<file path="config.mk">
export PLATFORM = sky130hd
export DESIGN_NAME = fft_tile_top
export DESIGN_NICKNAME = d
export VERILOG_FILES = /design/src/logic/noc_acc_pkg.sv /design/src/logic/block_counter.sv /design/src/logic/dft4_core.sv /design/src/logic/fft_tile_top.sv /design/src/logic/packet_decoder.sv /design/src/logic/packet_encoder.sv /design/src/logic/sync_fifo.sv
export SDC_FILE = /design/constraint.sdc
export NUM_CORES = 2
export LEC_CHECK = 0
export BUFFER_PORTS_ARGS = -buffer_cell sky130_fd_sc_hd__buf_2
export CAP_MARGIN = 0
export CORE_ASPECT_RATIO = 1.75
export CORE_MARGIN = 4
export CORE_UTILIZATION = 55
export CTS_CLUSTER_SIZE = 40
export DETAILED_ROUTE_END_ITERATION = 16
export PLACE_DENSITY = 0.81
export SLEW_MARGIN = 5
export SYNTH_ARGS = -nofsm -noshare
export SYNTH_HDL_FRONTEND = slang
export SYNTH_HIERARCHICAL = 1
export SYNTH_SLANG_ARGS = --single-unit
</file>
<file path="constraint.sdc">
create_clock -name clk_ctrl -period 38.4 [get_ports clk_ctrl]
set_input_delay 7.68 -clock clk_ctrl [delete_from_list [all_inputs] [get_ports clk_ctrl]]
set_output_delay 7.68 -clock clk_ctrl [all_outputs]
set_load 0.02 [all_outputs]
</file>
<file path="src/logic/noc_acc_pkg.sv">
/*
 * Shared types, route and opcode codes, and packet constants for the NoC FFT tile.
 * Modules import it inside their body and use scoped names in their port lists.
 */
package noc_acc_pkg;

   //////////////////////////////
   // Stream payload types
   //////////////////////////////

   typedef logic [31:0] word_t;             // One stream word
   typedef logic [7:0][31:0] block_t;       // Word 0 sits in the lowest slot

   typedef logic [3:0] size_code_t;         // Valid range 3 to 10
   typedef logic [5:0] node_id_t;           // Tile or destination identity

   // Route code carried in header word 1, bits 9:8
   typedef enum logic [1:0] {
      route_loop    = 2'd0,
      route_forward = 2'd1,
      route_final   = 2'd2
   } route_e;

   // Opcode placed in reply word A
   typedef enum logic [2:0] {
      op_qput = 3'd3,
      op_mput = 3'd4
   } opcode_e;

   //////////////////////////////
   // Packet constants
   //////////////////////////////

   localparam int WORDS_PER_BLOCK = 8;      // Four complex samples, Re then Im
   localparam int LONG_FLAG_BIT   = 28;     // In header word 0

   // Payload of a short packet that flips the enable
   localparam word_t CTRL_TOGGLE_WORD = 32'h8000_0000;

   // Size code of a one-block packet
   localparam size_code_t MIN_SIZE_CODE = 4'd3;

endpackage

</file>
<file path="src/logic/block_counter.sv">
/*
 * Word and block counter that steers the packet encoder through one reply.
 */
module block_counter (
   input  logic                    clk_ctrl,
   input  logic                    clk_ctrl_rst_low,
   input  logic                    load,
   input  noc_acc_pkg::size_code_t size_code,
   input  logic                    advance,
   output logic [2:0]              word_sel,
   output logic                    last_word,
   output logic                    last_block
);
   import noc_acc_pkg::*;

   logic [7:0] blocks_left;   // Up to 128 blocks at size code 10

   assign last_word  = (word_sel == 3'(WORDS_PER_BLOCK - 1));
   assign last_block = (blocks_left == 8'd1);

   always_ff @(posedge clk_ctrl) begin
      if (!clk_ctrl_rst_low) begin
         word_sel    <= '0;
         blocks_left <= '0;
      end else if (load) begin
         word_sel    <= '0;
         blocks_left <= 8'd1 << (size_code - MIN_SIZE_CODE);
      end else if (advance) begin
         word_sel <= word_sel + 3'd1;
         if (last_word)
            blocks_left <= blocks_left - 8'd1;   // Block done
      end
   end

endmodule

</file>
<file path="src/logic/dft4_core.sv">
/*
 * Four-point integer DFT on one block of four complex samples.
 * Two register stages, so a result appears exactly two cycles after its block.
 */
module dft4_core (
   input  logic                clk_ctrl,
   input  logic                clk_ctrl_rst_low,
   input  logic                blk_valid,
   input  noc_acc_pkg::block_t blk_data,
   output logic                res_valid,
   output noc_acc_pkg::block_t res_data
);
   import noc_acc_pkg::*;

   // Stage 1 words: x0+x2, x1+x3, x0-x2, x1-x3, each as Re then Im
   block_t st1;
   logic   st1_valid;

   always_ff @(posedge clk_ctrl) begin
      if (!clk_ctrl_rst_low) begin
         st1_valid <= 1'b0;
         res_valid <= 1'b0;
      end else begin
         st1_valid <= blk_valid;
         res_valid <= st1_valid;
      end
   end

   //////////////////////////////
   // Butterflies, wrapping adds
   //////////////////////////////

   always_ff @(posedge clk_ctrl) begin
      for (int p = 0; p < 2; p++) begin   // p selects Re or Im
         st1[0 + p] <= blk_data[0 + p] + blk_data[4 + p];
         st1[2 + p] <= blk_data[2 + p] + blk_data[6 + p];
         st1[4 + p] <= blk_data[0 + p] - blk_data[4 + p];
         st1[6 + p] <= blk_data[2 + p] - blk_data[6 + p];
      end

      res_data[0] <= st1[0] + st1[2];     // X0
      res_data[1] <= st1[1] + st1[3];
      res_data[4] <= st1[0] - st1[2];     // X2
      res_data[5] <= st1[1] - st1[3];

      // Rotation by -j swaps Re and Im of the odd difference
      res_data[2] <= st1[4] + st1[7];     // X1
      res_data[3] <= st1[5] - st1[6];
      res_data[6] <= st1[4] - st1[7];     // X3
      res_data[7] <= st1[5] + st1[6];
   end

endmodule

</file>
<file path="src/logic/fft_tile_top.sv">
/*
 * Single-clock NoC FFT tile. Decoder, DFT core, header and block FIFOs,
 * encoder and block counter, with the sizing parameters set here.
 */
module fft_tile_top #(
   parameter noc_acc_pkg::node_id_t TILE_ID = 6'd1,
   parameter int HDR_FIFO_DEPTH     = 32,
   parameter int BLK_FIFO_DEPTH     = 8,
   parameter int ALMOST_FULL_MARGIN = 4
) (
   input  logic               clk_ctrl,
   input  logic               clk_ctrl_rst_low,
   input  logic               in_valid,
   input  noc_acc_pkg::word_t in_data,
   input  logic               in_last,
   output logic               in_ready,
   input  logic               out_ready,
   output logic               out_valid,
   output noc_acc_pkg::word_t out_data,
   output logic               out_last
);
   import noc_acc_pkg::*;

   // Header path
   logic       hdr_push;
   word_t      hdr_word;
   logic       hdr_pop;
   word_t      hdr_dout;
   logic       hdr_empty;
   logic       hdr_full;
   logic       hdr_almost_full;

   // Block path
   logic       blk_valid;
   block_t     blk_data;
   logic       res_valid;
   block_t     res_data;
   logic       blk_pop;
   block_t     blk_dout;
   logic       blk_empty;
   logic       blk_full;
   logic       blk_almost_full;

   // Encoder steering
   logic       load;
   size_code_t size_code;
   logic       advance;
   logic [2:0] word_sel;
   logic       last_word;
   logic       last_block;

   //////////////////////////////
   // Input side
   //////////////////////////////

   packet_decoder #(.TILE_ID(TILE_ID)) decoder (
      .clk_ctrl        (clk_ctrl),
      .clk_ctrl_rst_low(clk_ctrl_rst_low),
      .in_valid        (in_valid),
      .in_data         (in_data),
      .in_last         (in_last),
      .hdr_almost_full (hdr_almost_full),
      .blk_almost_full (blk_almost_full),
      .in_ready        (in_ready),
      .hdr_push        (hdr_push),
      .hdr_word        (hdr_word),
      .blk_valid       (blk_valid),
      .blk_data        (blk_data)
   );

   dft4_core dft4 (
      .clk_ctrl        (clk_ctrl),
      .clk_ctrl_rst_low(clk_ctrl_rst_low),
      .blk_valid       (blk_valid),
      .blk_data        (blk_data),
      .res_valid       (res_valid),
      .res_data        (res_data)
   );

   sync_fifo #(
      .WIDTH             ($bits(word_t)),
      .DEPTH             (HDR_FIFO_DEPTH),
      .ALMOST_FULL_MARGIN(ALMOST_FULL_MARGIN)
   ) hdr_fifo (
      .clk_ctrl        (clk_ctrl),
      .clk_ctrl_rst_low(clk_ctrl_rst_low),
      .push            (hdr_push),
      .din             (hdr_word),
      .pop             (hdr_pop),
      .dout            (hdr_dout),
      .empty           (hdr_empty),
      .full            (hdr_full),
      .almost_full     (hdr_almost_full)
   );

   sync_fifo #(
      .WIDTH             ($bits(block_t)),
      .DEPTH             (BLK_FIFO_DEPTH),
      .ALMOST_FULL_MARGIN(ALMOST_FULL_MARGIN)
   ) blk_fifo (
      .clk_ctrl        (clk_ctrl),
      .clk_ctrl_rst_low(clk_ctrl_rst_low),
      .push            (res_valid),
      .din             (res_data),
      .pop             (blk_pop),
      .dout            (blk_dout),
      .empty           (blk_empty),
      .full            (blk_full),
      .almost_full     (blk_almost_full)
   );

   //////////////////////////////
   // Output side
   //////////////////////////////

   packet_encoder encoder (
      .clk_ctrl        (clk_ctrl),
      .clk_ctrl_rst_low(clk_ctrl_rst_low),
      .hdr_empty       (hdr_empty),
      .hdr_dout        (hdr_dout),
      .blk_empty       (blk_empty),
      .blk_dout        (blk_dout),
      .out_ready       (out_ready),
      .word_sel        (word_sel),
      .last_word       (last_word),
      .last_block      (last_block),
      .hdr_pop         (hdr_pop),
      .blk_pop         (blk_pop),
      .out_valid       (out_valid),
      .out_data        (out_data),
      .out_last        (out_last),
      .load            (load),
      .size_code       (size_code),
      .advance         (advance)
   );

   block_counter counter (
      .clk_ctrl        (clk_ctrl),
      .clk_ctrl_rst_low(clk_ctrl_rst_low),
      .load            (load),
      .size_code       (size_code),
      .advance         (advance),
      .word_sel        (word_sel),
      .last_word       (last_word),
      .last_block      (last_block)
   );

endmodule

</file>
<file path="src/logic/packet_decoder.sv">
/*
 * Input side of the tile. Parses the stream into control and data packets,
 * flips the enable, writes the two-word reply header into the header FIFO
 * and hands complete eight-word blocks to the DFT core.
 */
module packet_decoder #(
   parameter noc_acc_pkg::node_id_t TILE_ID = 6'd1
) (
   input  logic                clk_ctrl,
   input  logic                clk_ctrl_rst_low,
   input  logic                in_valid,
   input  noc_acc_pkg::word_t  in_data,
   input  logic                in_last,
   input  logic                hdr_almost_full,
   input  logic                blk_almost_full,
   output logic                in_ready,
   output logic                hdr_push,
   output noc_acc_pkg::word_t  hdr_word,
   output logic                blk_valid,
   output noc_acc_pkg::block_t blk_data
);
   import noc_acc_pkg::*;

   typedef enum logic [2:0] {
      dec_idle,
      dec_ctrl,
      dec_hdr2,
      dec_data,
      dec_drop
   } dec_state_e;

   dec_state_e state;
   logic       enable;                // Accelerator on
   logic       accept;
   logic       send_word_b;           // Word B goes out the cycle after word A
   logic [2:0] word_idx;              // Slot of the next data word
   word_t      hdr0;                  // Header word 0 of the current packet
   logic [1:0] reply_code;
   node_id_t   reply_dest;

   route_e     route;
   opcode_e    reply_op;
   node_id_t   reply_field;
   logic [1:0] next_code;
   node_id_t   next_dest;
   size_code_t size_code;

   assign accept    = in_valid & in_ready;
   assign size_code = hdr0[11:8];
   assign route     = route_e'(in_data[9:8]);

   // Back-pressure only between packets
   assign in_ready = (state != dec_idle) | ~(hdr_almost_full | blk_almost_full);

   //////////////////////////////
   // Reply header rewrite
   //////////////////////////////

   always_comb begin
      reply_op    = op_mput;
      reply_field = '0;
      next_code   = 2'd0;
      next_dest   = '0;
      case (route)
         route_forward: begin     // Answer goes back to the source
            reply_field = in_data[5:0];
            next_code   = 2'd2;
            next_dest   = hdr0[23:18];
         end
         route_final: begin
            reply_op    = op_qput;
            reply_field = in_data[5:0];
         end
         default: reply_op = op_mput;   // Loop back
      endcase
   end

   always_comb begin
      hdr_push = send_word_b;
      hdr_word = {22'd0, reply_code, 2'd0, reply_dest};   // Word B
      if (state == dec_hdr2 && accept) begin
         hdr_push = 1'b1;
         hdr_word = {3'b000, 1'b1, reply_op, 1'b0, TILE_ID, 6'd0,
                     size_code, 2'd0, reply_field};
      end
   end

   //////////////////////////////
   // Packet FSM
   //////////////////////////////

   always_ff @(posedge clk_ctrl) begin
      if (!clk_ctrl_rst_low) begin
         state       <= dec_idle;
         enable      <= 1'b0;
         send_word_b <= 1'b0;
         word_idx    <= '0;
         blk_valid   <= 1'b0;
      end else begin
         send_word_b <= (state == dec_hdr2) && accept;
         blk_valid   <= (state == dec_data) && accept &&
                        (word_idx == 3'(WORDS_PER_BLOCK - 1));
         if (accept) begin
            case (state)
               dec_idle: begin
                  if (!in_last) begin    // A lone header word is ignored
                     if (!in_data[LONG_FLAG_BIT])
                        state <= dec_ctrl;
                     else if (enable)
                        state <= dec_hdr2;
                     else
                        state <= dec_drop;
                  end
               end
               dec_ctrl: begin
                  if (in_data == CTRL_TOGGLE_WORD)
                     enable <= ~enable;
                  if (in_last)
                     state <= dec_idle;
               end
               dec_hdr2: begin
                  word_idx <= '0;
                  state    <= dec_data;
               end
               dec_data: begin
                  word_idx <= word_idx + 3'd1;   // Wraps into the next block
                  if (word_idx == 3'(WORDS_PER_BLOCK - 1) && in_last)
                     state <= dec_idle;
               end
               dec_drop: if (in_last) state <= dec_idle;
               default:  state <= dec_idle;
            endcase
         end
      end
   end

   // Header fields and block words
   always_ff @(posedge clk_ctrl) begin
      if (state == dec_idle && accept)
         hdr0 <= in_data;
      if (state == dec_hdr2 && accept) begin
         reply_code <= next_code;
         reply_dest <= next_dest;
      end
      if (state == dec_data && accept)
         blk_data[word_idx] <= in_data;
   end

endmodule

</file>
<file path="src/logic/packet_encoder.sv">
/*
 * Output side of the tile. Sends the reply header from the header FIFO,
 * then the result blocks word by word, holding each word under back-pressure.
 */
module packet_encoder (
   input  logic                    clk_ctrl,
   input  logic                    clk_ctrl_rst_low,
   input  logic                    hdr_empty,
   input  noc_acc_pkg::word_t      hdr_dout,
   input  logic                    blk_empty,
   input  noc_acc_pkg::block_t     blk_dout,
   input  logic                    out_ready,
   input  logic [2:0]              word_sel,
   input  logic                    last_word,
   input  logic                    last_block,
   output logic                    hdr_pop,
   output logic                    blk_pop,
   output logic                    out_valid,
   output noc_acc_pkg::word_t      out_data,
   output logic                    out_last,
   output logic                    load,
   output noc_acc_pkg::size_code_t size_code,
   output logic                    advance
);
   typedef enum logic [2:0] {
      enc_idle,
      enc_hdr_a,
      enc_hdr_b,
      enc_data,
      enc_wait_blk
   } enc_state_e;

   enc_state_e state;
   enc_state_e next_state;

   assign size_code = hdr_dout[11:8];   // Counter takes it on word A

   always_comb begin
      next_state = state;
      hdr_pop    = 1'b0;
      blk_pop    = 1'b0;
      out_valid  = 1'b0;
      out_data   = blk_dout[word_sel];
      out_last   = 1'b0;
      load       = 1'b0;
      advance    = 1'b0;
      case (state)
         enc_idle: begin
            if (!hdr_empty && !blk_empty)   // First block is ready
               next_state = enc_hdr_a;
         end
         enc_hdr_a: begin
            out_valid = 1'b1;
            out_data  = hdr_dout;
            if (out_ready) begin
               hdr_pop    = 1'b1;
               load       = 1'b1;
               next_state = enc_hdr_b;
            end
         end
         enc_hdr_b: begin
            out_valid = 1'b1;
            out_data  = hdr_dout;
            if (out_ready) begin
               hdr_pop    = 1'b1;
               next_state = enc_data;
            end
         end
         enc_data: begin
            out_valid = 1'b1;
            out_last  = last_word & last_block;
            if (out_ready) begin
               advance = 1'b1;
               if (last_word) begin
                  blk_pop    = 1'b1;
                  next_state = last_block ? enc_idle : enc_wait_blk;
               end
            end
         end
         enc_wait_blk: begin
            // Word 0 of the next block goes out as soon as it lands
            out_valid = ~blk_empty;
            if (!blk_empty) begin
               advance    = out_ready;
               next_state = enc_data;
            end
         end
         default: next_state = enc_idle;
      endcase
   end

   always_ff @(posedge clk_ctrl) begin
      if (!clk_ctrl_rst_low)
         state <= enc_idle;
      else
         state <= next_state;
   end

endmodule

</file>
<file path="src/logic/sync_fifo.sv">
/*
 * Single-clock circular FIFO with first-word fall-through output.
 * almost_full rises once the free entries drop to the margin or fewer.
 */
module sync_fifo #(
   parameter int WIDTH              = 32,
   parameter int DEPTH              = 8,
   parameter int ALMOST_FULL_MARGIN = 2
) (
   input  logic             clk_ctrl,
   input  logic             clk_ctrl_rst_low,
   input  logic             push,
   input  logic [WIDTH-1:0] din,
   input  logic             pop,
   output logic [WIDTH-1:0] dout,
   output logic             empty,
   output logic             full,
   output logic             almost_full
);
   localparam int PTR_W = (DEPTH > 1) ? $clog2(DEPTH) : 1;
   localparam int CNT_W = $clog2(DEPTH + 1);

   logic [WIDTH-1:0] mem [DEPTH];
   logic [PTR_W-1:0] wr_ptr;
   logic [PTR_W-1:0] rd_ptr;
   logic [CNT_W-1:0] count;            // Occupancy
   logic             do_push;
   logic             do_pop;

   function automatic logic [PTR_W-1:0] ptr_next(input logic [PTR_W-1:0] ptr);
      return (ptr == PTR_W'(DEPTH - 1)) ? '0 : ptr + 1'b1;
   endfunction

   assign do_push     = push & ~full;       // Overflow write is lost
   assign do_pop      = pop & ~empty;
   assign empty       = (count == '0);
   assign full        = (count == CNT_W'(DEPTH));
   assign almost_full = (int'(count) >= DEPTH - ALMOST_FULL_MARGIN);
   assign dout        = mem[rd_ptr];        // Head, no read latency

   always_ff @(posedge clk_ctrl) begin
      if (!clk_ctrl_rst_low) begin
         wr_ptr <= '0;
         rd_ptr <= '0;
         count  <= '0;
      end else begin
         if (do_push)
            wr_ptr <= ptr_next(wr_ptr);
         if (do_pop)
            rd_ptr <= ptr_next(rd_ptr);
         count <= count + CNT_W'(do_push) - CNT_W'(do_pop);
      end
   end

   always_ff @(posedge clk_ctrl) begin
      if (do_push)
         mem[wr_ptr] <= din;
   end

endmodule

</file>
==> results.yml <==
floorplanning:
  initial_core_util: 0.552
  coreArea_um2: 302000
  io_pins: 72
  row_count: 267
  fp.dieH_um: 736
  dieArea_um2: 312000
  die_width_um: 424
logic_synthesis:
  syn_inst: 10300
  mappedNetlistArea_um2: 167000
  syn_avg_cell_area_um2: 16.1
  ys_warn_count: 6
place:
  dp_hpwl_um: 282000
  gp_congestion: 1.03
  port_buffers: 71
  post-place-ws_ns: 23.57
  placed_cells: 14100
worst_hold_path:
  min_path_type: "register to register"
  hold_path_depth: 1
clock_network:
  numCtsBuffers: 325
  cts_resized: 0
  tritoncts: "built"
  clock_sinks: 3908
  cts_root_buffer: "clkbuf_16"
  clk_pin_slew_worst_paths_ns: 0.07
  htreeDepth: 5
  insertion_delay_ns: 0.91
  hold_buffers: 0
  cts_setup_buffers: 0
  clock_path_buffers: 4
flow_run:
  cap_violations: 0
layout:
  ff_latch_area_um2: 112000
  areaGrowthSynthToFinish_pct: 9.00
  finalNonFillerCells: 14700
  multi_input_area_um2: 50700
  n_fill_cell: 21300
  fin_nets: 11000
  drive_gt1_frac: 0.181
timing:
  period_share: 0.406
  maxSlewHeadroom: 0.113
  min_period_ns: 15.58
  rsz0062_at_grt: "false"
  clock_skew_ns: 0.0516
  drv_slew: 0
  setup_viol: 0
  fmaxAchievable_mhz: 64.2
  setup-tns-final_ns: 0
  worst_pin_slew_ns: 1.32
  hold_violations: 0
  fin_ws_ns: 22.82
setup_path:
  required_ns: 30.72
  cp-start-kind: "register"
  setup.worst_path.end_class: "output pin"
  cp.arrival_ns: 7.90
  r2r_cells: 10
  crit_type: "register to output pin"
  crit_fanout: 79
pwr:
  p_clk_frac: 0.421
  vdd_drop_max_mv: 0.0605
  p_sw_frac: 0.197
  power_frac_seq: 0.575
  power_mw: 7.92
  p_switching_mw: 1.56
  power_frac_comb: 0.004
  powerDensity_nw_per_um2: 43.6
  power.leakage_nw: 59.9
  p_int_mw: 6.36
outcome:
  run_status: "finished clean"
drt:
  drtIter0Drc: 10300
  routed_wl_um: 442000
  vias: 93400
  viasPerCell: 6.36
  first_pass_iters: 6
  wl_per_cell_um: 30.1
  drc: 0
  postRouteAntennaNets: 0
global_route:
  grt_pass1_vias: 95500
  grt_pass1_wl_um: 641000
  grt_max_degree: 144
  grt_overflow_total: 0
  antenna_found_initial: 49
  track_usage: 0.280
==> stage by stage <==
step | cell area (um2) | util | hold slack [ns]
floorplan | 167000 | - | 0.406
global placement | 171000 | 0.566 | 0.423
detailed placement | 171000 | 0.566 | 0.422
CTS | 182000 | 0.601 | 0.438
global route | 182000 | 0.601 | 0.477
finish | 182000 | 0.601 | 0.437
==> final cells by class <==
cell class,instances,area share
Sequential cell,3908,0.615
Multi-Input combinational cell,5407,0.279
Clock buffer,419,0.0478
Tap cell,4035,0.0278
Inverter,514,0.0106
Clock inverter,171,0.0102
Timing Repair Buffer,216,0.00864
Antenna cell,29,0.000400
==> registers in the layout, summed over array words and instances, names as in the netlist, 4 cells and up, named ones only <==
signal	flops
decoder/reply_dest	6
counter/blocks_left	8
dft4/res_data	252
hdr_fifo/mem	1024
hdr_fifo/count	6
decoder/blk_data	256
hdr_fifo/wr_ptr	5
decoder/hdr0	10
blk_fifo/count	4
dft4/st1	252
blk_fifo/mem	2048
hdr_fifo/rd_ptr	5
==> layout by cell type, fill, tap and decap left out, types with 39 or more instances in the layout <==
master,count
edfxtp_1,3345
mux4_2,640
dfxtp_1,557
ha_1,533
inv_1,504
a21oi_1,478
mux2_2,450
nor2_1,448
xnor2_1,394
clkbuf_16,328
nand2_1,256
o21ai_0,234
mux2i_1,143
nor3_1,143
nor2b_1,141
o21bai_1,138
buf_4,135
a211oi_1,105
nand2b_1,85
a21o_1,81
xor2_1,78
o22ai_1,77
clkbuf_1,76
nand3_1,71
buf_2,71
a22oi_1,67
a22o_1,65
o31ai_1,57
clkinv_2,52
nor2_4,44
or4_1,44
a31oi_1,44
nor4_1,43
o21ai_1,41
clkinv_1,39
==> path summary, 6_finish.rpt <==
check                                       start                 end  slack [ns]
worst min-delay path            decoder/blk_valid      dft4/st1_valid        0.44
worst max-delay path                     register        out_data[31]       22.82
worst max register to register       dft4/st1[64]  dft4/res_data[252]       33.07
worst min register to register  decoder/blk_valid      dft4/st1_valid        0.44
==> metal layers <==
layer | track usage | vias up | share of wire
met5 | 0 | - | 0.00045
met4 | 0.182 | 28 | 0.078
met3 | 0.0500 | 1444 | 0.081
met2 | 0.487 | 5057 | 0.51
met1 | 0.317 | 47200 | 0.33
li1 | - | 39700 | -
==> power groups by stage <==
stage	sequential, mW	clock [mW]	combinational [mW]
6_report	4.55	3.33	0.0332
5_1_grt	4.55	3.53	0.0346
4_1_cts	4.55	3.36	0.0296
3_5_place_dp	4.65	0	0.0294
3_3_place_gp	4.65	0	0.0285
2_1_floorplan	4.65	0	0.0147
==> worst max-delay path, stage by stage, from the launching register on <==
cell and delay, ns:
dfxtp_4 1.01, buf_12 0.55, buf_4 0.90, buf_4 0.88, buf_4 0.92, mux4_2 0.63, mux2_2 0.28, mux2i_1 0.38
a22oi_1 0.13, nand2_1 0.40, o21ai_1 0.29, buf_2 0.27
Power figures use the tool's default switching activity.
